--- config.mk ---
export PLATFORM = sky130hd
export DESIGN_NAME = registerFile
export DESIGN_NICKNAME = d
export VERILOG_FILES = /design/src/rvCorePkg.sv /design/src/registerFile.sv
export SDC_FILE = /design/constraint.sdc
export NUM_CORES = 2
export LEC_CHECK = 0
export ABC_CLOCK_PERIOD_IN_PS = 134600
export BUFFER_PORTS_ARGS = -buffer_cell sky130_fd_sc_hd__buf_2
export CELL_PAD_IN_SITES_DETAIL_PLACEMENT = 0
export CELL_PAD_IN_SITES_GLOBAL_PLACEMENT = 2
export CORE_ASPECT_RATIO = 2
export CORE_UTILIZATION = 48
export CTS_CLUSTER_DIAMETER = 30
export DETAILED_ROUTE_END_ITERATION = 16
export GPL_TIMING_DRIVEN = 1
export PLACE_DENSITY = 0.91
export SYNTH_ARGS = -nofsm -noshare
export SYNTH_HDL_FRONTEND = slang
export SYNTH_SLANG_ARGS = --single-unit
--- constraint.sdc ---
create_clock -name clock -period 134.6 [get_ports clock]
set_input_delay 26.92 -clock clock [delete_from_list [all_inputs] [get_ports clock]]
set_output_delay 26.92 -clock clock [all_outputs]
set_load 0.05 [all_outputs]
--- src/rvCorePkg.sv ---
package rvCorePkg;

    typedef logic [63:0] xlenWord;
    typedef logic [31:0] instrWord;
    typedef logic [4:0]  regIndex;

    typedef enum logic [1:0] {
        aluAdd = 2'd0,
        aluSub = 2'd1,
        aluAnd = 2'd2,
        aluOr  = 2'd3
    } aluOp;

    localparam logic [6:0] opReg    = 7'b0110011;
    localparam logic [6:0] opImm    = 7'b0010011;
    localparam logic [6:0] opLoad   = 7'b0000011;
    localparam logic [6:0] opStore  = 7'b0100011;
    localparam logic [6:0] opBranch = 7'b1100011;

    localparam logic [2:0] funct3Double = 3'b011; // ld and sd
    localparam logic [2:0] funct3Eq     = 3'b000; // beq, add, sub, addi

    typedef struct packed {
        regIndex rs1;
        regIndex rs2;
        regIndex rd;
        xlenWord immediate;
        aluOp    op;
        logic    useImmediate;
        logic    regWrite;
        logic    memRead;
        logic    memWrite;
        logic    branch;
        logic    invalidOp;
    } decodedInstr;

    // One retired instruction as seen at the top
    typedef struct packed {
        logic    regWrite;
        regIndex rd;
        xlenWord writeData;
        logic    memWrite;
        xlenWord memAddr;
        xlenWord storeData;
        logic    invalidOp;
        logic    invalidMemAddr;
    } commitRecord;

endpackage

--- src/registerFile.sv ---
`timescale 1ns/1ps

module registerFile (
    input  logic               clock,
    input  logic               reset,
    input  rvCorePkg::regIndex readAddrA,
    input  rvCorePkg::regIndex readAddrB,
    output rvCorePkg::xlenWord readDataA,
    output rvCorePkg::xlenWord readDataB,
    input  logic               writeEnable,
    input  rvCorePkg::regIndex writeAddr,
    input  rvCorePkg::xlenWord writeData
);

    rvCorePkg::xlenWord regs [32];

    assign readDataA = regs[readAddrA];
    assign readDataB = regs[readAddrB];

    always_ff @(posedge clock or posedge reset) begin
        if (reset) begin
            for (int i = 0; i < 32; i++) begin
                regs[i] <= '0;
            end
        end else if (writeEnable && writeAddr != '0) begin // x0 stays zero
            regs[writeAddr] <= writeData;
        end
    end

    // x0 must read as zero whatever was retired before
    assert property (@(posedge clock) disable iff (reset)
        (readAddrA == '0) |-> (readDataA == '0));

    assert property (@(posedge clock) disable iff (reset)
        (readAddrB == '0) |-> (readDataB == '0));

endmodule

# Word-level counts from Yosys, hierarchy flattened
# Cells that the tools add are included.
dict set report word_totals {
  register_bits 2048
  wordCells 51
  input_bits 82
  output_inout_bits 128
}
dict set report classes {
  n_reduce_logical 3
  mux 9
  order_cmp 4
  n_bitwise 3
}
# operator count
set ops {}
lappend ops {{2048-bit bitwise mux} 1}
lappend ops {{64-bit binary-select mux with 5-bit select} 2}
lappend ops {{64-bit demux with 5-bit select} 1}
lappend ops {{64-bit two-way mux} 5}
lappend ops {{6-bit greater-or-equal comparator, second input constant} 3}
lappend ops {{5-bit NOT with 6-bit output} 3}
lappend ops {{6-bit by 1-bit < comparator with 1-bit output, second input constant} 1}
lappend ops {{5-bit nonzero test} 1}
lappend ops {{1-bit logical AND} 2}

# Logic depth before layout (Yosys ltp)
dict set report depth {
  ltp_word 6
  mapped_depth 9
  ltp_nobuf 4
}

# Least setup slack after synthesis
# Ideal clock, no wire load.
dict set report synth_path {
  kind {input-to-output}
  startpoint {input readAddrB[0]}
  endpoint {output readDataB[3]}
  arrival_time_ps 29593
  required_time_ps 107680
  setup_slack_ps 78087
  n_path_buf 4
  path_stages 7
  cell_sequence {buf_2 > buf_6 > buf_6 > buf_6 > nor3_1 > or4_1 > nor4_1}
}
dict set report synth_between {
  elab_chain_cells 4
}
# element line
set synth_rtl {}
lappend synth_rtl {{from (decl)} registerFile.sv:7} ;# input rvCorePkg::regIndex readAddrB,
lappend synth_rtl {{5-bit NOT with 6-bit output (not written as such)} registerFile.sv:18} ;# assign readDataB = regs[readAddrB];
lappend synth_rtl {{64-bit binary-select mux with 5-bit select} registerFile.sv:18}
lappend synth_rtl {{64-bit two-way mux (not written as such) (2 in series)} registerFile.sv:18}
lappend synth_rtl {{to (decl)} registerFile.sv:9} ;# output rvCorePkg::xlenWord readDataB,
# No other way between the ends. The select of a mux whose other input is x is not followed.

# Final worst setup path
dict set report layout_path {
  startpoint {input readAddrB[0]}
  endpoint {output readDataB[35]}
}
# The elaborated chain is that of the path after synthesis.

==> results list <==
- Status: finished, violations left
- The final reports fail on capacitance limit.
* Hold violation total from the final report: 0
- Fraction of the yosys area taken by sequential cells: 47.33%
- Worst IR drop on VDD: 0.01141 mV
* Total Negative Setup Slacks: 0 ns
* R2r worst-path depth: 1
* Fraction of final layout cells with drive strength greater than 1: 45.02%
* Vias in the first global route: 78,020
* Final clock period utilization by the worst path: 44.53%
* Remaining global-route overflow: 0
* Number of filler cells placed in the layout: 18,240
- Counting flops with a built-in enable in the synthesized netlist gives 0.
* Worst-case clock skew: 0 ns
- Synthesized instance count: 7,712
- Synth warn: 0
- Starting density of the core: 48.26%
* Number of design rule violations left after detail routing: 0
- The worst setup path is captured at an output pin.
* Async set-reset flop share out of synthesis: 100.0%
- Count of distinct cell types in the synthesized netlist: 46
- The clock net in this run drives a total of 2,048 sinks.
- In this run the static leakage power is 53.41 nW.
- The floorplan step defined a die boundary enclosing 227,600 sq um.
- Number of violations reported at the end of detailed-routing iteration 0: 7,976
- Across every metal layer, demand over resource in global routing totals 35.58%.
- Post-CTS setup buffer count: 0
* Vertical die dimension: 673.7 microns
* Initial antenna violation count: 45
* Setup repair after global routing missed its margin: no
* Area occupied by multi-input gates: 53,560 sq um
- For this design the ratio of total power to cell area is 15.83 nW/um^2.
* Crit path max fanout: 90
- Measured against its own limit, the worst slew margin works out to 0.4426%.
* Max-slew violation count: 0
- The number of nets in the synthesized netlist is 7,794.
- Pin placement for this block handled 210 I/O pins.
* Final weighted congestion in routability-driven placement: 0.9280
- The worst setup path is launched from a primary input.
- In this run, synthesis produced a sequential element count of 2,048.
- Total wire length: 406,900 microns
* Port bufs: 209
- The worst hold path belongs to the class reg2reg.
- In the final layout, flip-flops and latches occupy 51,250 sq um.
- Horizontal die dimension: 337.9 microns
* Average cell area after synthesis: 14.04 sq um
- The first TritonRoute pass finished after 8 iterations.
- Num rows: 246
- The register with the most flip-flops in the layout has 2,048 of them.
- CTS hold repair buffers: 0
- For this run, the leading register cell type out of synthesis is dfrtp_1.
- Max capacitance violation total: 1
- In the routed layout, each cell is associated on average with a via count of 7.050.
* Hold Crit Depth: 0
- The setup path with the least slack is of type in2out.
* Transition time at the pin with the least slew margin: 1.490 ns
- Total of cells resized after clock tree synthesis: 0
- Clock root buffer: clkbuf_16
* Layout-stage area growth over the synthesis result: 10.28%
- Clock tree from TritonCTS: built
- Buffers inserted during clock tree synthesis total 232.
* Number of buffers on the longest clock path: 4
- Via total after detailed routing: 75,170
- Most frequent standard cell in the layout excluding fill and tap cells: dfrtp_1
- For the worst setup path, the data required time is 107.68 ns.
* Minimum clock period: 59.94 ns
* Clock transition at the registers of the reported paths: 0.06 ns
* Final Setup Violations: 0
- Maximum number of pins on one net before global-route repair: 177
- Peak Freq: 16.68 MHz
* Final nets: 7,559
* Wire length of the first global-routing pass: 576,200 microns
- The HPWL after detailed placement is 241,000 microns.
- On the final layout, the worst hold slack is 0.3974 ns.
- At the later pin of the worst-skew pair, clock insertion delay measures 0.84 ns.
- Floorplan Core Area: 224,400 sq um
* Total power after layout: 1.890 mW
- Data on the critical path arrives at its endpoint at 33.02 ns.
- Counting flops per register, the top entry is regs.
- Cell area after technology mapping: 108,300 sq um
* Largest registers: regs x2048
- Remaining antenna violation count: 0
* # H-tree levels: 4
- Most frequent cells in the layout: dfrtp_1, mux2_2, mux2i_1
- Wire length per cell after detailed routing: 38.16 microns
worst max-delay path, stage by stage:
cell,delay [ns]
buf_8,0.51
buf_12,0.66
buf_4,0.70
buf_4,0.76
buf_4,0.82
buf_4,0.65
mux4_2,0.57
a22oi_1,0.18
nand4_1,0.48
buf_2,0.40
worst paths after layout:
kind,end,startpoint,slack (ns)
min in group asynchronous,regs[756],reset,26.15
hold / removal,regs[2003],regs[2003],0.40
setup reg to reg,regs[873],regs[873],133.77
hold reg to reg,regs[2003],regs[2003],0.40
setup / recovery,readDataB[35],readAddrB[0],74.66
max in group asynchronous,regs[1101],reset,103.15
where the power goes:
part	internal (mW)	total (mW)	switching, mW
sequential	0.733	0.827	0.0948
combinational	0.197	0.385	0.188
clock	0.388	0.677	0.289
synth_stat cells (2+ instances only):
library cell / number / area share, %
or2_2: 4 / 0.023
a22o_1: 22 / 0.18
nor2b_1: 32 / 0.18
clkbuf_1: 409 / 1.4
buf_6: 10 / 0.10
nor3_1: 12 / 0.055
inv_1: 3 / 0.010
o22ai_1: 13 / 0.075
and2_0: 3 / 0.017
nor2_2: 11 / 0.064
nor2_1: 36 / 0.12
nor4_1: 2 / 0.012
or3_1: 5 / 0.029
a21oi_1: 86 / 0.40
nand3b_1: 3 / 0.021
mux4_2: 582 / 12
o32ai_1: 3 / 0.024
nor3b_1: 6 / 0.042
nand2b_1: 9 / 0.052
mux2_4: 60 / 0.83
nand2_1: 103 / 0.36
mux2_1: 5 / 0.052
nand4b_1: 4 / 0.032
buf_2: 411 / 1.9
a221o_1: 5 / 0.046
a22oi_1: 583 / 4.0
dfrtp_1: 2048 / 47
mux2i_1: 894 / 8.3
a32oi_1: 7 / 0.057
nand4_1: 107 / 0.62
buf_1: 21 / 0.073
and3_1: 9 / 0.052
or4_1: 3 / 0.021
buf_4: 13 / 0.090
and3b_1: 4 / 0.032
and2_1: 12 / 0.069
nand3_1: 219 / 1.0
a31oi_1: 24 / 0.14
mux2_2: 1922 / 20
metal layers:
layer	track usage, %	share of wire, %	vias up
met2	56.29	47	4461
met5	0	0.030	-
met4	30.03	10	20
met1	41.24	34	39990
li1	-	-	29010
met3	7.414	8.5	1693
per-stage QoR:
step	cells	utilization, %	instance area (sq um)	setup slack (ns)
after floorplan	7712	-	108300	49.83
after global placement	10220	49.57	111200	74.57
after detailed placement	10220	49.57	111200	74.53
after CTS	10640	53.20	119400	74.53
after global routing	10650	53.20	119400	74.33
final	10660	53.22	119400	74.66
logic make-up after synthesis:
kind of cell | after synthesis | share of synthesized area [%]
muxes | 3463 | 41.24
buffers and inverters | 868 | 3.599
DFF | 2048 | 47.33
and+or+nand+nor | 587 | 2.853
AOI/OAI and AO/OA | 746 | 4.982
cell type report:
type	count	area share (%)
clock inverter	156	1.582
multi-input combinational	4796	44.85
tap	2976	3.118
timing repair buffer	396	2.248
antenna	20	0.04191
inverter	3	0.01572
sequential	2048	42.92
clock buffer	268	5.229
(Power assumes the default switching activity.)
