[src/rvCorePkg.sv]
package rvCorePkg;

    typedef logic [63:0] xlenWord;
    typedef logic [31:0] instrWord;
    typedef logic [4:0]  regIndex;

    typedef enum logic [1:0] {
        aluAdd = 2'd0,
        aluSub = 2'd1,
        aluAnd = 2'd2,
        aluOr  = 2'd3
    } aluOp;

    localparam logic [6:0] opReg    = 7'b0110011;
    localparam logic [6:0] opImm    = 7'b0010011;
    localparam logic [6:0] opLoad   = 7'b0000011;
    localparam logic [6:0] opStore  = 7'b0100011;
    localparam logic [6:0] opBranch = 7'b1100011;

    localparam logic [2:0] funct3Double = 3'b011; // ld and sd
    localparam logic [2:0] funct3Eq     = 3'b000; // beq, add, sub, addi

    typedef struct packed {
        regIndex rs1;
        regIndex rs2;
        regIndex rd;
        xlenWord immediate;
        aluOp    op;
        logic    useImmediate;
        logic    regWrite;
        logic    memRead;
        logic    memWrite;
        logic    branch;
        logic    invalidOp;
    } decodedInstr;

    // One retired instruction as seen at the top
    typedef struct packed {
        logic    regWrite;
        regIndex rd;
        xlenWord writeData;
        logic    memWrite;
        xlenWord memAddr;
        xlenWord storeData;
        logic    invalidOp;
        logic    invalidMemAddr;
    } commitRecord;

endpackage

[src/aluUnit.sv]
`timescale 1ns/1ps

module aluUnit (
    input  rvCorePkg::decodedInstr decoded,
    input  rvCorePkg::xlenWord     rs1Value,
    input  rvCorePkg::xlenWord     rs2Value,
    output rvCorePkg::xlenWord     result,
    output logic                   taken
);

    rvCorePkg::xlenWord operandB;

    // Immediate for addi, ld and sd
    assign operandB = decoded.useImmediate ? decoded.immediate : rs2Value;

    always_comb begin
        case (decoded.op)
            rvCorePkg::aluAdd: result = rs1Value + operandB;
            rvCorePkg::aluSub: result = rs1Value - operandB;
            rvCorePkg::aluAnd: result = rs1Value & operandB;
            rvCorePkg::aluOr:  result = rs1Value | operandB;
            default:           result = '0;
        endcase
    end

    // beq compares the register pair, not the immediate
    assign taken = decoded.branch && (rs1Value == rs2Value);

endmodule

[config.mk]
export PLATFORM = sky130hd
export DESIGN_NAME = aluUnit
export DESIGN_NICKNAME = d
export VERILOG_FILES = /design/src/rvCorePkg.sv /design/src/aluUnit.sv
export SDC_FILE = /design/constraint.sdc
export NUM_CORES = 1
export LEC_CHECK = 0
export BUFFER_PORTS_ARGS = -buffer_cell sky130_fd_sc_hd__buf_2
export CAP_MARGIN = 20
export CORE_AREA = 3 3 143 145
export DETAILED_ROUTE_END_ITERATION = 16
export DIE_AREA = 0 0 146 148
export PLACE_DENSITY_LB_ADDON = 0.3
export SETUP_SLACK_MARGIN = 0.02
export SLEW_MARGIN = 10
export SYNTH_ARGS = -nofsm -noshare
export SYNTH_HDL_FRONTEND = slang
export SYNTH_SLANG_ARGS = --single-unit
[constraint.sdc]
create_clock -name vclk -period 11.1
set_clock_uncertainty 0.2 [all_clocks]
set_input_delay 2.22 -clock vclk [all_inputs]
set_output_delay 2.22 -clock vclk [all_outputs]
set_load 0.01 [all_outputs]
# After elaboration in Yosys (flattened, before gate mapping)
# Index checks and enable logic that the tools add are counted.
# word_totals
regBits,0
in_bits,215
output_inout_bits,65
wordCells,12
# op_classes
n_addsub,2
n_eq_ne,4
mux,2
n_bitwise,2
n_reduce_logical,2
# op_table
op,n
case mux 64 bit (4 select lines),1
adder 64 bit,1
AND 64 bit,1
== test 64 bit,1
two-way mux 64 bit,1
OR 64 bit,1
subtractor 64 bit,1
"== test 2 bit, second input constant",2
"== test 2 x 1 -> 1 bit, second input constant",1
logical NOT 2 bit,1
logical AND 1 bit,1

# Logic depth before layout (Yosys ltp)
# Gate-level depths: netlist of the first run.
# logic_depth
depth_word,3
depth_mapped,30
mapped_depth_nobuf,22

# Least setup slack after synthesis of the first run
# OpenSTA, ideal clock, no wires.
# synth_path
path_type,input to output
start,in decoded[5] in the netlist's numbering
end,out result[57]
arrival_ns,8.930
slack_ns,-0.250
cell_stages,28
path_cell_list,buf_6 -> buf_2 -> buf_4 -> buf_2 -> buf_2 -> clkbuf_1 -> clkbuf_1 -> clkbuf_1 -> mux2i_1 -> ha_1 -> o211ai_2 -> nor4_4 -> o21ai_0 -> or2_2 -> o41ai_1 -> o21ai_0 -> xnor2_1 -> ha_1 -> nand4_1 -> or2_2 -> nor2_1 -> o311ai_1 -> a2111o_1 -> a21oi_1 -> o211ai_1 -> a21oi_1 -> mux2_2 -> a221oi_1
# synth_between
elab_chain_len,3
elab_cells_between_ends,6
# synth_rtl
item,line,source
from (decl),aluUnit.sv:4,"input rvCorePkg::decodedInstr decoded,"
two-way mux 64 bit *,aluUnit.sv:14,assign operandB = decoded.useImmediate ? decoded.immediate : rs2Value;
subtractor 64 bit (tied with other cells),aluUnit.sv:19,rvCorePkg::aluSub: result = rs1Value - operandB;
case mux 64 bit (4 select lines) *,aluUnit.sv:17,case (decoded.op)
to (decl),aluUnit.sv:7,"output rvCorePkg::xlenWord result,"
# Mark *: on every way between the ends. The rest lies on a longest branch, timed or not.

# Final worst setup path of the first run
# layout_path
start,in decoded[5] in the netlist's numbering
end,out result[58]
# Same word-level chain as after synthesis.

==> implementation parameters, run 1 <==
Parameter                              Value

Pwr
  Peak VDD IR    0.00003908 V
  Leakage component of the power    ~4.8 nW
  Final Power    0.0007903 W
  PD cells    around 76 nW/um^2

Logic synthesis
  Cells after Synth    1288
  Syn Area/Cell    6.743 sq um
  Portion of synthesized cell area occupied by the leading cell type    0.09509
  Leading post-synthesis cells by cell area    ha_1 9.5%, xor2_1 9.4%, a21oi_1 7.2%
  Portion of the post-synthesis area used by sequential elements    0
  Yosys cell types    81
  Post-synth design cell area    8685 sq um
  Synthesized Nets    approximately 1600
  Top cell type by total area after synthesis    ha_1
  Count of warnings emitted by yosys    0

Floorplanning
  Initial standard-cell utilization of the core    0.4492
  Die ar.    21610 sq um
  CORE AREA    slightly below 20000 sq um
  Row count    slightly above 50
  Ports placed on the boundary    280
  Die span in x    146 um
  Chip height    148 um

STA
  Tcrit/Tclk final    0.9616
  Setup Viol. Count Final    0
  Normalized max-slew margin    0.4358
  Pins over their slew limit    0
  Unrepaired setup endpoints after global routing    no
  Final critical-path required period    10.67 ns
  Max Clock Freq    93.69 MHz
  Worst-Margin Slew    about 0.84 ns
  Sum of negative setup slack    0 ns
  Final count of hold timing violations    0

Cells and area
  Final net count    1804
  Sequential cells    0
  Area taken by flip-flops and latches    0 sq um
  Leading cell types in the layout, fill and taps excluded    259 x buf_2, 125 x a21oi_1, 117 x nor2_1
  Ratio of cells with drive above 1 in the final layout    0.2243
  Area added between synthesis and finish    19.06%
  Clock buffer instance count of the final layout    0
  Non-Filler Cell Area, Final    10340 sq um
  Most common cell after layout, fill and taps aside    buf_2

Route
  Residual antenna-violating net count after detailed routing    0
  DR iter-0 viols    1212
  Number of optimization iterations in the first detailed-route pass    7
  Detailed-route wire length    36460 um
  Avg Vias per Cell    just over 6
  Residual DRC    0
  Post-detailed-route wirelength per cell    20.41 um
  Vias post-DR    10870

Place
  Number of port buffers    around 260
  RePlAce Congestion    between 1 and 1.5
  HPWL after detailed placement    30450 um
  Area after DPL    10340 sq um

Critical path
  Required time worst endpoint    8.68 ns
  Slowest cell on the critical path    o21ai_0
  Largest fanout on the critical path    78
  Worst setup SP type    input pin
  Delay of the slowest cell on the worst path    0.54 ns
  Worst path bufs/invs    3
  Arrival time of the worst setup path    between 8 and 9 ns
  Most common cell on crit path    a21oi_1
  Ordered list of cells on the worst path    buf_4 -> buf_12 -> or3_1 -> a222oi_1 -> nor4b_4 -> nand2_1 -> nor3_1 -> o211ai_1 -> o31ai_1 -> xnor2_1 -> ha_1 -> and2_1 -> and3_1 -> and4_1 -> a32o_1 -> o2111ai_1 -> a21oi_1 -> a21oi_1 -> o21ai_0 -> nor2_1 -> a221oi_1 -> buf_2
  Setup CP Type    input pin to output port
  Cell family with most CP delay    compound AO/OA/AOI/OAI gates
  Endpoint type of the worst setup path    output port

Global route
  Vias in the first global route    just over 10000
  Overall global routing resource usage    0.3179
  Congestion Overflow GR    0
  First-pass GRT wire length    56330 um
  Number of antenna violations at the first check in global routing    2
  Pin count of the biggest net entering global routing    79

CTS
  Hold-fix buffers, CTS    0
  CTS-repair resized insts    0
  Number of post-CTS setup repair buffers    0

Hold path
  Cell depth of the worst hold path    4
  Worst Hold Launch    rs1Value[28]
  Hold path endpoint    result[28]
  Classification of the worst-slack hold path    input pin to output port

Job
  Maximum Capacitance Violations    0

Status
  Result of the run    complete, no violations
==> report_power, final <==
group | total [W] | switching (W) | internal (W)
clock | 0.0000000000121 | 0 | 0.0000000000121
sequential | 0 | 0 | 0
combinational | 0.000790 | 0.000467 | 0.000324
total | 0.000790 | 0.000467 | 0.000324
==> per-layer routing <==
layer  wire [um]  track usage  up-vias
li1            -            -     5216
met4        1311      0.09454        2
met5           7            0        -
met2       16150       0.5220      547
met3        3084      0.03158       73
met1       15910       0.4422     5033
==> cells in the mapped netlist (all sizes together), types with 13 or more instances <==
cell type  instances
xor2              93
nor3              44
a21oi            125
buf               18
nand2             94
mux2i             60
o21ai             90
ha                66
xnor2             70
maj3              52
o21bai            13
mux2              23
nand3             16
a21o              49
nor4              26
clkbuf            46
o31ai             14
nor2             118
nand4             21
inv               68
==> metrics by stage <==
stage	util	worst slack, ns	hold WS, ns	cells
2_1_floorplan	-	0.09018	4.396	1288
3_3_place_gp	0.5347	0.5528	4.631	1785
3_5_place_dp	0.5347	0.5104	4.635	1785
4_1_cts	0.5347	0.5382	4.637	1785
5_1_grt	0.5348	0.06083	4.668	1786
6_report	0.5348	0.4268	4.638	1786
==> worst max-delay path by stage <==
| stage | from | endpoint | slack (ns) | depth (start not counted) |
|---|---|---|---|---|
| after floorplan | decoded[5] | result[57] | 0.09 | 28 |
| after global placement | decoded[5] | result[57] | 0.55 | 24 |
| after detailed placement | decoded[5] | result[57] | 0.51 | 24 |
| after CTS | decoded[5] | result[57] | 0.54 | 24 |
| after global routing | decoded[5] | result[57] | 0.06 | 24 |
| final | decoded[5] | result[58] | 0.43 | 22 |
==> cell type report <==
class / count / area (sq um)
well taps: 265 / 331.6
multi-input cells: 1156 / 8164
repair buffers: 296 / 1587
inverters: 68 / 255.2
fillers: 2004 / 8995
diodes: 1 / 2.502
==> tightest hold or removal path: stages <==
cell and delay [ns]:
buf_2 0.13, nand2_1 0.06, a31oi_1 0.07, buf_2 0.13
==> cells by family (layout without fill, tap and decap cells) <==
logic type / Yosys count / after routing / synth area share
fa+ha+maj: 119 / 119 / 0.1573
buf+inv: 132 / 364 / 0.05993
compound gates: 392 / 392 / 0.2857
xor+xnor: 163 / 163 / 0.1644
simple gates: 399 / 399 / 0.2333
mux: 83 / 83 / 0.09941
other cells: 0 / 1 / 0
(Power assumes the default switching activity.)
==> run 2, diff against run 1 <==
CORE_AREA = 3 3 138 140   (was 3 3 143 145)
DIE_AREA = 0 0 141 143   (was 0 0 146 148)
==> implementation parameters, run 2 (synthesized netlist as in run 1, its figures left out) <==
Parameter                              Value

Status
  Result of the run    complete, no violations (unchanged)

Route
  Vias post-DR    10770 (was 10870)
  Residual antenna-violating net count after detailed routing    0 (unchanged)
  Number of optimization iterations in the first detailed-route pass    6 (was 7)
  Avg Vias per Cell    6.214 (was 6.087)
  DR iter-0 viols    853 (was 1212)
  Detailed-route wire length    35370 um (was 36460 um)
  Residual DRC    0 (unchanged)
  Post-detailed-route wirelength per cell    20.41 um (about the same)

Floorplanning
  Die ar.    20160 sq um (was 21610 sq um)
  Chip height    143 um (was 148 um)
  Ports placed on the boundary    280 (unchanged)
  Die span in x    141 um (was 146 um)
  CORE AREA    17960 sq um (was 19330 sq um)
  Row count    49 (was 51)
  Initial standard-cell utilization of the core    0.4835 (was 0.4492)

STA
  Sum of negative setup slack    0 ns (unchanged)
  Pins over their slew limit    0 (unchanged)
  Setup Viol. Count Final    0 (unchanged)
  Worst-Margin Slew    0.9846 ns (was 0.8442 ns)
  Max Clock Freq    93.63 MHz (was 93.69 MHz)
  Unrepaired setup endpoints after global routing    no (unchanged)
  Normalized max-slew margin    0.3436 (was 0.4358)
  Final critical-path required period    10.68 ns (was 10.67 ns)
  Final count of hold timing violations    0 (unchanged)
  Tcrit/Tclk final    0.9622 (was 0.9616)

Place
  RePlAce Congestion    1.041 (was 1.009)
  Number of cells after detailed placement    1731 (was 1785)
  HPWL after detailed placement    29200 um (was 30450 um)
  Area after DPL    10160 sq um (was 10340 sq um)
  Number of port buffers    261 (unchanged)

Hold path
  Classification of the worst-slack hold path    input pin to output port (unchanged)

Pwr
  Combinational share of power    1.000 (about the same)
  Share of total power in the clock network    0 (about the same)
  Switching power as a share of total power    0.5930 (was 0.5903)
  NetSw    0.0004607 W (was 0.0004665 W)
  Internal power    0.0003162 W (was 0.0003238 W)
  Sequential power share    0 (about the same)
  PD cells    76.42 nW/um^2 (was 76.44 nW/um^2)
  Leakage component of the power    4.702 nW (was 4.788 nW)
  Peak VDD IR    0.00004400 V (was 0.00003908 V)

Global route
  Congestion Overflow GR    0 (unchanged)
  Overall global routing resource usage    0.3278 (was 0.3179)
  Pin count of the biggest net entering global routing    86 (was 79)
  Number of antenna violations at the first check in global routing    3 (was 2)
  Vias in the first global route    10060 (was 10190)
  First-pass GRT wire length    53960 um (was 56330 um)

Critical path
  Arrival time of the worst setup path    8.26 ns (was 8.25 ns)
  Worst setup SP type    input pin (unchanged)
  Endpoint type of the worst setup path    output port (unchanged)
  Setup CP Type    input pin to output port (unchanged)
  Required time worst endpoint    8.68 ns (about the same)
  Source of the critical timing path    decoded[5] (unchanged)
  Largest fanout on the critical path    65 (was 78)
  Critical Path End    result[63] (was result[58])

Cells and area
  Ratio of cells with drive above 1 in the final layout    0.2157 (was 0.2243)
  Sequential cells    0 (unchanged)
  Area of combinational cells with multiple inputs    8169 sq um (was 8164 sq um)
  Finished Layout Cells    1733 (was 1786)
  Non-Filler Cell Area, Final    10170 sq um (was 10340 sq um)
  Most common cell after layout, fill and taps aside    buf_2 (unchanged)
  Area taken by flip-flops and latches    0 sq um (unchanged)
  Clock buffer instance count of the final layout    0 (unchanged)
  Final net count    1786 (was 1804)
  Area added between synthesis and finish    17.07% (was 19.06%)
  Final Core Density    0.5660 (was 0.5348)
  Leading cell types in the layout, fill and taps excluded    259 x buf_2, 125 x a21oi_1, 117 x nor2_1 (unchanged)
  Fillcell total    1851 (was 2004)

Job
  Maximum Capacitance Violations    0 (unchanged)
## run 2: routing by layer
layer / vias up / wire length [um] / global-route usage
met5: - / 11 / 0
met4: 2 / 1260 / 0.1015
met3: 77 / 2885 / 0.03550
met2: 522 / 16170 / 0.5554
met1: 5007 / 15050 / 0.4385
li1: 5160 / - / -
## run 2: area by class of cell
type	instances	share of cell area
Timing Repair Buffer	278	0.1428
Inverter	68	0.02510
Antenna cell	2	0.0004922
Tap cell	229	0.02818
Multi-Input combinational cell	1156	0.8035
## run 2: critical path, stage by stage
cell and delay (ns):
buf_4 0.21, buf_12 0.32, mux2_2 0.43, o21bai_1 0.29
nor2_1 0.19, o211ai_2 0.22, or3_4 0.44, or4_4 0.56
or3_1 0.42, nor2_2 0.15, a21oi_1 0.09, xor2_1 0.16
ha_1 0.37, a21o_1 0.26, a21o_1 0.19, a21o_1 0.19
a21oi_1 0.15, o21ai_0 0.12, nand2_1 0.13, o21ai_0 0.17
or4_1 0.51, a21oi_1 0.19, nor4_2 0.07, buf_2 0.15
## run 2: worst min-delay path by stage
stage | startpoint | end | cells past startpoint
after floorplan | rs1Value[19] | result[19] | 2
after global placement | rs1Value[19] | result[19] | 4
after detailed placement | rs1Value[19] | result[19] | 4
after CTS | rs1Value[28] | result[28] | 4
after global routing | rs1Value[19] | result[19] | 4
final | rs1Value[19] | result[19] | 4
## run 2: what timing repair did
action | CTS | global route
hold buffers | 0 | 0
gates resized for setup | 0 | 1
setup buffers | 0 | 0
endpoints found under the setup margin | 0 | 2
## run 2: through the flow
step                      worst slack, ns  hold slack [ns]  power (W)
after floorplan                   0.09018            4.396  0.0005162
after global placement             0.5558            4.626  0.0007558
after detailed placement           0.5066            4.634  0.0007577
after CTS                          0.4880            4.638  0.0007628
after global routing              0.03506            4.661  0.0008451
final                              0.4200            4.639  0.0007770
## run 2: power groups by stage
stage                     registers (W)  clock network [W]  logic [W]
after floorplan                       0                  0   0.000516
after global placement                0                  0   0.000756
after detailed placement              0                  0   0.000758
after CTS                             0                  0   0.000763
after global routing                  0    0.0000000000241   0.000845
final                                 0    0.0000000000242   0.000777
