## src/rvCorePkg.sv

```systemverilog
package rvCorePkg;

    typedef logic [63:0] xlenWord;
    typedef logic [31:0] instrWord;
    typedef logic [4:0]  regIndex;

    typedef enum logic [1:0] {
        aluAdd = 2'd0,
        aluSub = 2'd1,
        aluAnd = 2'd2,
        aluOr  = 2'd3
    } aluOp;

    localparam logic [6:0] opReg    = 7'b0110011;
    localparam logic [6:0] opImm    = 7'b0010011;
    localparam logic [6:0] opLoad   = 7'b0000011;
    localparam logic [6:0] opStore  = 7'b0100011;
    localparam logic [6:0] opBranch = 7'b1100011;

    localparam logic [2:0] funct3Double = 3'b011; // ld and sd
    localparam logic [2:0] funct3Eq     = 3'b000; // beq, add, sub, addi

    typedef struct packed {
        regIndex rs1;
        regIndex rs2;
        regIndex rd;
        xlenWord immediate;
        aluOp    op;
        logic    useImmediate;
        logic    regWrite;
        logic    memRead;
        logic    memWrite;
        logic    branch;
        logic    invalidOp;
    } decodedInstr;

    // One retired instruction as seen at the top
    typedef struct packed {
        logic    regWrite;
        regIndex rd;
        xlenWord writeData;
        logic    memWrite;
        xlenWord memAddr;
        xlenWord storeData;
        logic    invalidOp;
        logic    invalidMemAddr;
    } commitRecord;

endpackage

```

## src/programCounter.sv

```systemverilog
`timescale 1ns/1ps

module programCounter (
    input  logic               clock,
    input  logic               reset,
    input  rvCorePkg::xlenWord immediate,
    input  logic               taken,
    output rvCorePkg::xlenWord pc
);

    rvCorePkg::xlenWord nextPc;

    assign nextPc = taken ? pc + immediate : pc + 64'd4;

    always_ff @(posedge clock or posedge reset) begin
        if (reset) begin
            pc <= '0;
        end else begin
            pc <= nextPc;
        end
    end

    // Branch targets must keep word alignment
    assert property (@(posedge clock) disable iff (reset)
        pc[1:0] == 2'b00);

endmodule

```

## config.mk

```make
export PLATFORM = sky130hd
export DESIGN_NAME = programCounter
export DESIGN_NICKNAME = d
export VERILOG_FILES = /design/src/rvCorePkg.sv /design/src/programCounter.sv
export SDC_FILE = /design/constraint.sdc
export NUM_CORES = 1
export LEC_CHECK = 0
export BUFFER_PORTS_ARGS = -buffer_cell sky130_fd_sc_hd__buf_2
export CAP_MARGIN = 30
export CELL_PAD_IN_SITES_DETAIL_PLACEMENT = 1
export CELL_PAD_IN_SITES_GLOBAL_PLACEMENT = 1
export CORE_MARGIN = 10
export CORE_UTILIZATION = 25
export DETAILED_ROUTE_END_ITERATION = 7
export GPL_ROUTABILITY_DRIVEN = 0
export PLACE_DENSITY_LB_ADDON = 0.1
export SETUP_SLACK_MARGIN = 0.15
export SKIP_CTS_REPAIR_TIMING = 1
export SYNTH_ARGS = -nofsm -noshare
export SYNTH_HDL_FRONTEND = slang
export SYNTH_SLANG_ARGS = --single-unit
```

## constraint.sdc

```tcl
create_clock -name clock -period 4.7 [get_ports clock]
set_input_delay 0 -clock clock [delete_from_list [all_inputs] [get_ports clock]]
set_output_delay 0 -clock clock [all_outputs]
set_load 0.05 [all_outputs]
```

## After elaboration in Yosys (flattened, before gate mapping)

Cells that the tools add are included.

| storage, ports and cells | value |
|---|---|
| word-level logic and storage cells | 4 |
| RAM bits | 0 |
| memories kept | 0 |
| latch bits | 0 |
| input bits | 67 |
| bits in read-only memories | 0 |
| output and inout port bits | 64 |
| register bits | 64 |

| operators by class | value |
|---|---|
| multiplexer cells | 1 |
| $lt $le $gt $ge | 0 |
| divide/modulo/power cells | 0 |
| bitwise gates (word level) | 0 |
| multipliers | 0 |
| shifts and indexed selects | 0 |
| reductions and logical operators | 0 |
| equal/unequal tests | 0 |
| $add $sub $neg | 2 |

Operators with widths:

| kind | count |
|---|---|
| adder 64 x 3 -> 64 bit, second input constant | 1 |
| adder 64 bit | 1 |
| 2-to-1 mux 64 bit | 1 |

## Logic depth before layout (Yosys ltp)

Gate-level depths: netlist of run 1.

| depth | value |
|---|---|
| word-level depth | 2 |
| depth in mapped cells | 13 |

## Least setup slack after synthesis of run 1

No wires, ideal clock.

| timing path | value |
|---|---|
| path type | register to register |
| from | register pc[0] |
| to | register pc[38] |
| cell stages (with the launch flop) | 14 |
| buffers on the path | 0 |
| path slack | 1433 ps |
| data arrival time | 3147 ps |
| cell sequence | dfrtp_1 ha_1 inv_1 fa_1 nor2b_1 o2111ai_1 a211o_1 and2_1 o211ai_1 a21oi_1 o21ai_1 a21o_1 mux2i_1 a31o_1 |

| between the ends | value |
|---|---|
| cells in the longest elaborated chain, start to end | 2 |
| elaborated cells on any way between the ends | 3 |
| those cells by class | add/sub (2); mux (1) |

RTL lines:

| item | line | source |
|---|---|---|
| start, declared | programCounter.sv:8 | `output rvCorePkg::xlenWord pc` |
| start signal, assigned | programCounter.sv:19 | `pc <= nextPc;` |
| adder 64 x 3 -> 64 bit / adder 64 bit (equally long branches) | programCounter.sv:13 | `assign nextPc = taken ? pc + immediate : pc + 64'd4;` |
| 2-to-1 mux 64 bit (*) | programCounter.sv:13 |  |
| named net nextPc[38] | programCounter.sv:11 | `rvCorePkg::xlenWord nextPc;` |

The timed path passes the listed nets; every way through them passes the cells marked *.

## Final worst setup path of run 1

Same ends and word-level chain as after synthesis.

==> results.py, run 1 <==
metrics = {
    "grt": {
        "first_global_vias": 7446,
        "track_usage_pct": 15.0,
        "grt_pass1_wl_um": 42900,
        "gr-total-overflow": 0,
        "antenna_found_initial": 0,
        "grt_max_degree": 76,
    },
    "timing": {
        "tightest_slew_ns": 0.861,
        "grt_setup_unrepaired": "no",
        "drv_slew": 0,
        "max_freq_mhz": 267,
        "setup_ws_ns": 0.960,
        "slew_headroom_pct": 42.1,
        "timing.final.crit_share_pct": 79.6,
        "finalClockSkew_ns": 0.00931,
        "setup_viol": 0,
        "final.setup.tns_ns": 0,
        "finalHoldViolations": 0,
        "worst_hold_slack_ns": 0.0238,
        "min_period_ns": 3.74,
    },
    "critical_path": {
        "cp.required_ns": 4.98,
        "worst-path-buf-inv": 1,
        "crit_fanout": 4,
        "cpPeakStageDelay_ns": 0.56,
        "cp_top_family": "compound AO/OA/AOI/OAI gates",
        "path_cells": "ha_1 > inv_1 > fa_1 > nor2b_1 > o2111ai_1 > a211o_1 > and2_1 > o211ai_1 > a21oi_1 > o21ai_1 > a21o_1 > mux2i_1 > a31o_1",
        "cp-end-kind": "register",
        "cp.arrival_ns": 4.02,
        "start_kind": "register",
        "critPathKind": "register to register",
        "slowest_stage": "o211ai_1",
    },
    "floorplan": {
        "die_width_um": 188,
        "io_pins": 131,
        "die_h_um": 188,
        "start_util_pct": 25.4,
        "dieArea_sq_um": 35500,
        "core_area_sq_um": 27900,
        "rows": 61,
    },
    "cts": {
        "cts_sinks": 64,
        "numCtsBuffers": 9,
        "htreeDepth": 3,
        "clk_path_buf_depth": 2,
        "root_buffer": "clkbuf_16",
        "cts_tree": "done",
        "clock_latency_ns": 0.35,
        "clk_pin_slew_ns": 0.06,
    },
    "route": {
        "wl_per_cell_um": 19.3,
        "drt_iter0_markers": 382,
        "drc": 0,
        "dr_total_vias": 7023,
        "via_per_inst": 4.98,
        "wl_um": 27100,
        "drtAntennaViolNets": 0,
        "drtPass1Iterations": 4,
    },
    "synth": {
        "synth_edf_count": 0,
        "synth-seq-area-share_pct": 22.6,
        "syn-num-nets": 1053,
        "synth-seq-cells": 64,
        "synthesis.area_sq_um": 7080,
        "synth_ff_type": "dfrtp_1",
        "synth_cell_types": 62,
        "synth_warnings": 0,
        "syn_area_per_cell_sq_um": 7.69,
        "postSynth.asyncResetShare_pct": 100,
        "netlist_instances": 921,
    },
    "flow_run": {
        "drv_cap": 0,
    },
    "finish": {
        "drive_above_1_share_pct": 16.2,
        "num_antenna_cells": 0,
        "mostFrequentLayoutCells": "buf_2, a21oi_1, nand2_1",
        "final_common_cell": "buf_2",
        "largest_reg_flops": 64,
        "fill_cells": 3431,
        "regMostFlops": "pc",
        "syn2layout_area_growth_pct": 18.7,
        "finalNetCount": 1158,
        "largest_registers": "pc: 64 flops",
    },
    "power_and_ir_drop": {
        "ir_worst_vdd_mv": 0.251,
        "power_leakage_nw": 3.70,
        "p_per_area_nw_per_um2": 844,
    },
    "placed_design": {
        "hpwlAfterDp_um": 21900,
        "portBuffers": 130,
        "dp_slack_ns": 0.871,
    },
    "status": {
        "outcome": "finished, final reports clean",
    },
    "min_path": {
        "hold_class": "input pin to register",
    },
}
metrics by stage:
stage                     utilization (%)  instance area [sq um]  power [mW]  std cells
after floorplan                         -                   7080        5.07        921
after global placement               29.0                   8080        6.40       1392
after detailed placement             29.0                   8080        6.38       1392
after CTS                            30.1                   8400        7.20       1408
after global routing                 30.2                   8410        7.74       1409
final                                30.2                   8410        7.10       1409
synthesized netlist by cell type, drive strengths merged (3+ instances only):
cell	count	share of area, %
inv	22	1.2
nor4	6	0.53
nand3	37	2.6
nand4	24	2.1
mux2i	6	0.85
dfrtp	64	23
nor2	87	4.6
o21bai	10	1.1
ha	64	11
a2111oi	6	1.4
and3	19	1.7
o31ai	9	0.95
xor2	49	6.1
a211oi	8	0.85
a31oi	11	0.97
and4	6	0.74
a21boi	3	0.32
o21a	5	0.53
a221oi	3	0.37
a21o	41	4.3
mux2	3	0.48
and2	5	0.44
nor2b	5	0.44
nand2	106	5.6
nor3	19	1.6
clkbuf	30	1.6
a21oi	108	7.7
o211ai	5	0.53
buf	11	0.74
nand2b	5	0.44
xnor2	67	8.3
o21ai	52	3.7
final timing paths:
check	to	depth (start not counted)	from	slack, ns
worst min register to register	pc[63]	1	pc[63]	0.49
min in group asynchronous	pc[4]	3	reset	0.33
worst max register to register	pc[38]	13	pc[0]	0.96
worst min-delay path	pc[0]	3	immediate[0]	0.02
worst max-delay path	pc[38]	13	pc[0]	0.96
max in group asynchronous	pc[36]	4	reset	3.31
power breakdown:
part	internal, mW	switching (mW)
clock network	0.470	0.298
logic	1.75	3.31
registers	0.838	0.432
total	3.06	4.04
kinds of logic (layout without fill, tap and decap cells):
family | after synthesis | after routing | synth area share (%)
and+or+nand+nor | 330 | 330 | 22.1
xor gates and xnor gates | 116 | 116 | 14.3
DFF | 64 | 64 | 22.6
muxes | 9 | 9 | 1.33
buffers and inverters | 63 | 173 | 3.52
AOI/OAI and AO/OA | 274 | 274 | 24.5
adders and majority gates | 65 | 65 | 11.6
cell type report:
class / count / area, sq um / area share (%)
multi-input combinational: 794 / 5240 / 62.3
clock inverter: 2 / 35.0 / 0.417
sequential: 64 / 1600 / 19.1
tap: 378 / 473 / 5.63
clock buffer: 14 / 284 / 3.38
timing repair buffer: 135 / 693 / 8.25
inverter: 22 / 82.6 / 0.982
metal layers:
| layer | wire length, um | share of wire, % | up-vias | global-route usage (%) |
|---|---|---|---|---|
| li1 | - | - | 3528 | - |
| met1 | 13200 | 49 | 3377 | 19.8 |
| met2 | 12500 | 46 | 103 | 24.7 |
| met3 | 1080 | 4.0 | 15 | 2.79 |
| met4 | 287 | 1.1 | 0 | 3.24 |
| met5 | 0 | 0 | - | 0 |
worst reg2reg max path: stages, from the launching register on:
cell and delay (ns):
dfrtp_1 0.36, ha_1 0.21, inv_1 0.07, fa_1 0.40
nor2b_1 0.20, o2111ai_1 0.17, a211o_1 0.34, and2_1 0.18
o211ai_1 0.56, a21oi_1 0.26, o21ai_1 0.25, a21o_1 0.30
mux2i_1 0.22, a31o_1 0.16
Note: power is estimated with default switching activity, not from simulation.
==> run 2: changes to the inputs <==
ABC_AREA = 1   (was not set)
clock period = 3.6 ns   (was 4.7 ns; I/O delays follow)
==> run 2 against run 1 <==
- the flow now finishes with violations (hold timing)
- utilization is 0.51 points lower
- area after synthesis is 41% higher
- sequential power increased by 51%
- final area grew 40%
- setup slack worse by 0.26 ns
- combinational power up 75%
- largest power group unchanged
- non-clock buffer count grew 20
- count of clock-buffer cells in the layout shrank 5
- global-route usage increased by 8.6 points
- synthesized cell count is 110% higher
- highest routed layer unchanged
- die area increased by 36%
- sequential share of layout area down 5.4 points
==> results.py, run 2 <==
metrics = {
    "finish": {
        "regMostFlops": "pc",
        "final_cells": 2589,
        "final_common_cell": "nand2_1",
        "largest_reg_flops": 64,
        "mostFrequentLayoutCells": "nand2_1, inv_1, nor2_1",
        "drive_above_1_share_pct": 9.79,
        "largest_registers": "pc: 64 flops",
        "finalNetCount": 2191,
        "post-route-util_pct": 29.7,
        "syn2layout_area_growth_pct": 17.7,
    },
    "route": {
        "drtPass1Iterations": 5,
        "drtAntennaViolNets": 0,
        "via_per_inst": 4.71,
        "wl_per_cell_um": 22.0,
        "dr_total_vias": 12196,
        "drt_iter0_markers": 796,
        "drc": 0,
        "wl_um": 56800,
    },
    "placed_design": {
        "hpwlAfterDp_um": 49100,
        "portBuffers": 130,
        "dp_cells": 2572,
    },
    "grt": {
        "first_global_vias": 12550,
        "antenna_found_initial": 1,
        "grt_max_degree": 53,
        "grt_pass1_wl_um": 83100,
        "track_usage_pct": 23.6,
        "gr-total-overflow": 0,
    },
    "synth": {
        "postSynth.asyncResetShare_pct": 100,
        "synthesis.area_sq_um": 9990,
        "yosys-top-cells-area": "nand2_1, dfrtp_1, inv_1",
        "synth_most_common_cell": "nand2_1",
        "netlist_instances": 1907,
        "synth-seq-cells": 64,
        "synth_top_cell_by_area": "nand2_1",
        "synth_edf_count": 0,
        "syn_area_per_cell_sq_um": 5.24,
        "synth_top_area_share_pct": 30.2,
        "synth_warnings": 0,
        "synth-seq-area-share_pct": 16.0,
        "synth_commonest_cells": "nand2_1, inv_1, nor2_1",
        "synth_cell_types": 34,
        "synth_ff_type": "dfrtp_1",
        "syn-num-nets": 2039,
    },
    "power_and_ir_drop": {
        "ir_worst_vdd_mv": 0.304,
        "clkPwrFrac_pct": 8.7,
        "power.share.combinational_pct": 75.0,
        "power_leakage_nw": 6.89,
        "p_seq_share_pct": 16.3,
        "switchingPower_mw": 7.76,
        "p_per_area_nw_per_um2": 1000,
        "switching_share_pct": 65.9,
        "p_int_mw": 4.02,
    },
    "timing": {
        "max_freq_mhz": 345,
        "min_period_ns": 2.90,
        "slew_headroom_pct": 41.9,
        "tightest_slew_ns": 0.869,
        "setup_viol": 0,
        "drv_slew": 0,
        "finalHoldViolations": 1,
        "grt_setup_unrepaired": "no",
        "worst_hold_slack_ns": -0.0405,
        "finalClockSkew_ns": 0.0132,
        "timing.final.crit_share_pct": 80.5,
        "final.setup.tns_ns": 0,
    },
    "critical_path": {
        "critPathKind": "register to register",
        "startpoint": "pc[11]",
        "cp-end-kind": "register",
        "crit_fanout": 5,
        "rr_startpoint": "pc[11]",
        "cp.arrival_ns": 3.16,
        "start_kind": "register",
        "rr_worst_depth": 15,
        "cp.required_ns": 3.86,
        "r2r_end": "pc[61]",
        "r2r_setup_slack_ns": 0.70,
        "worstSetupEndpoint": "pc[61]",
    },
    "floorplan": {
        "die_width_um": 220,
        "rows": 73,
        "start_util_pct": 25.2,
        "dieArea_sq_um": 48400,
        "die_h_um": 220,
        "io_pins": 131,
        "core_area_sq_um": 39600,
    },
    "status": {
        "outcome": "finished with violations",
        "violations": "hold timing",
    },
    "cts": {
        "cts_tree": "done",
        "numCtsBuffers": 9,
        "clock_latency_ns": 0.38,
        "clk_pin_slew_ns": 0.07,
        "clk_path_buf_depth": 2,
        "htreeDepth": 3,
        "cts_sinks": 64,
        "root_buffer": "clkbuf_16",
    },
    "min_path": {
        "hold_depth": 4,
        "hold_class": "input pin to register",
        "min_from": "immediate[0]",
    },
    "flow_run": {
        "drv_cap": 0,
    },
}
-- run 2: power by group through the flow --
stage / logic (mW) / registers [mW] / clock network (mW)
4_1_cts: 8.80 / 1.91 / 1.04
6_report: 8.83 / 1.92 / 1.02
5_1_grt: 9.73 / 1.96 / 1.07
2_1_floorplan: 4.39 / 2.82 / 0
3_3_place_gp: 8.71 / 1.90 / 0
3_5_place_dp: 8.76 / 1.92 / 0
-- run 2: critical path, cell delays in order (launching register included) --
cell,delay (ns)
dfrtp_1,0.37
buf_4,0.16
ha_1,0.37
nand2_1,0.07
inv_1,0.10
nand2_1,0.08
nor3_1,0.49
nand2_1,0.11
nand2_1,0.23
nand2_1,0.09
nand2_1,0.32
nand2_1,0.13
nand2_1,0.08
nand2_1,0.05
nand3_1,0.07
nand2_1,0.06
-- run 2: logic make-up after synthesis --
kind of cell | count (synthesis) | synth area share (%)
xor gates and xnor gates | 56 | 4.91
and+or+nand+nor | 1214 | 50.2
DFF | 64 | 16.0
adders and majority gates | 65 | 8.21
buffers and inverters | 398 | 15.0
AOI/OAI and AO/OA | 110 | 5.67
-- run 2: worst min-delay path by stage --
stage | slack [ns] | endpoint
after global routing | 0.0004 | pc[0]
after global placement | 0.20 | pc[63]
after detailed placement | 0.20 | pc[63]
after CTS | -0.20 | pc[63]
final | -0.04 | pc[0]
after floorplan | 0.23 | pc[0]
-- run 2: cell type report --
cell class	instances	area (sq um)
inverter	384	1440
tap	525	657
clock buffer	9	225
antenna	1	2.50
fill	5483	27900
clock inverter	6	85.1
multi-input combinational	1445	6890
sequential	64	1600
timing repair buffer	155	853
-- run 2: layer usage --
layer | vias to the layer above | part of all wire (%) | wire [um] | track usage, %
met5 | - | 0 | 0 | 0
met4 | 0 | 1.6 | 926 | 5.23
met3 | 36 | 7.3 | 4160 | 4.87
met2 | 266 | 44 | 24700 | 36.2
met1 | 5803 | 48 | 27000 | 33.1
li1 | 6091 | - | - | -
-- run 2: per-stage QoR --
stage / power (mW) / hold WS, ns / worst slack, ns / cell area [sq um]
3_5_place_dp: 10.7 / 0.200 / 0.804 / 11400
3_3_place_gp: 10.6 / 0.204 / 0.769 / 11400
5_1_grt: 12.8 / 0.000423 / 0.541 / 11800
6_report: 11.8 / -0.0405 / 0.703 / 11800
4_1_cts: 11.8 / -0.204 / 0.775 / 11700
2_1_floorplan: 7.21 / 0.226 / 1.30 / 9990
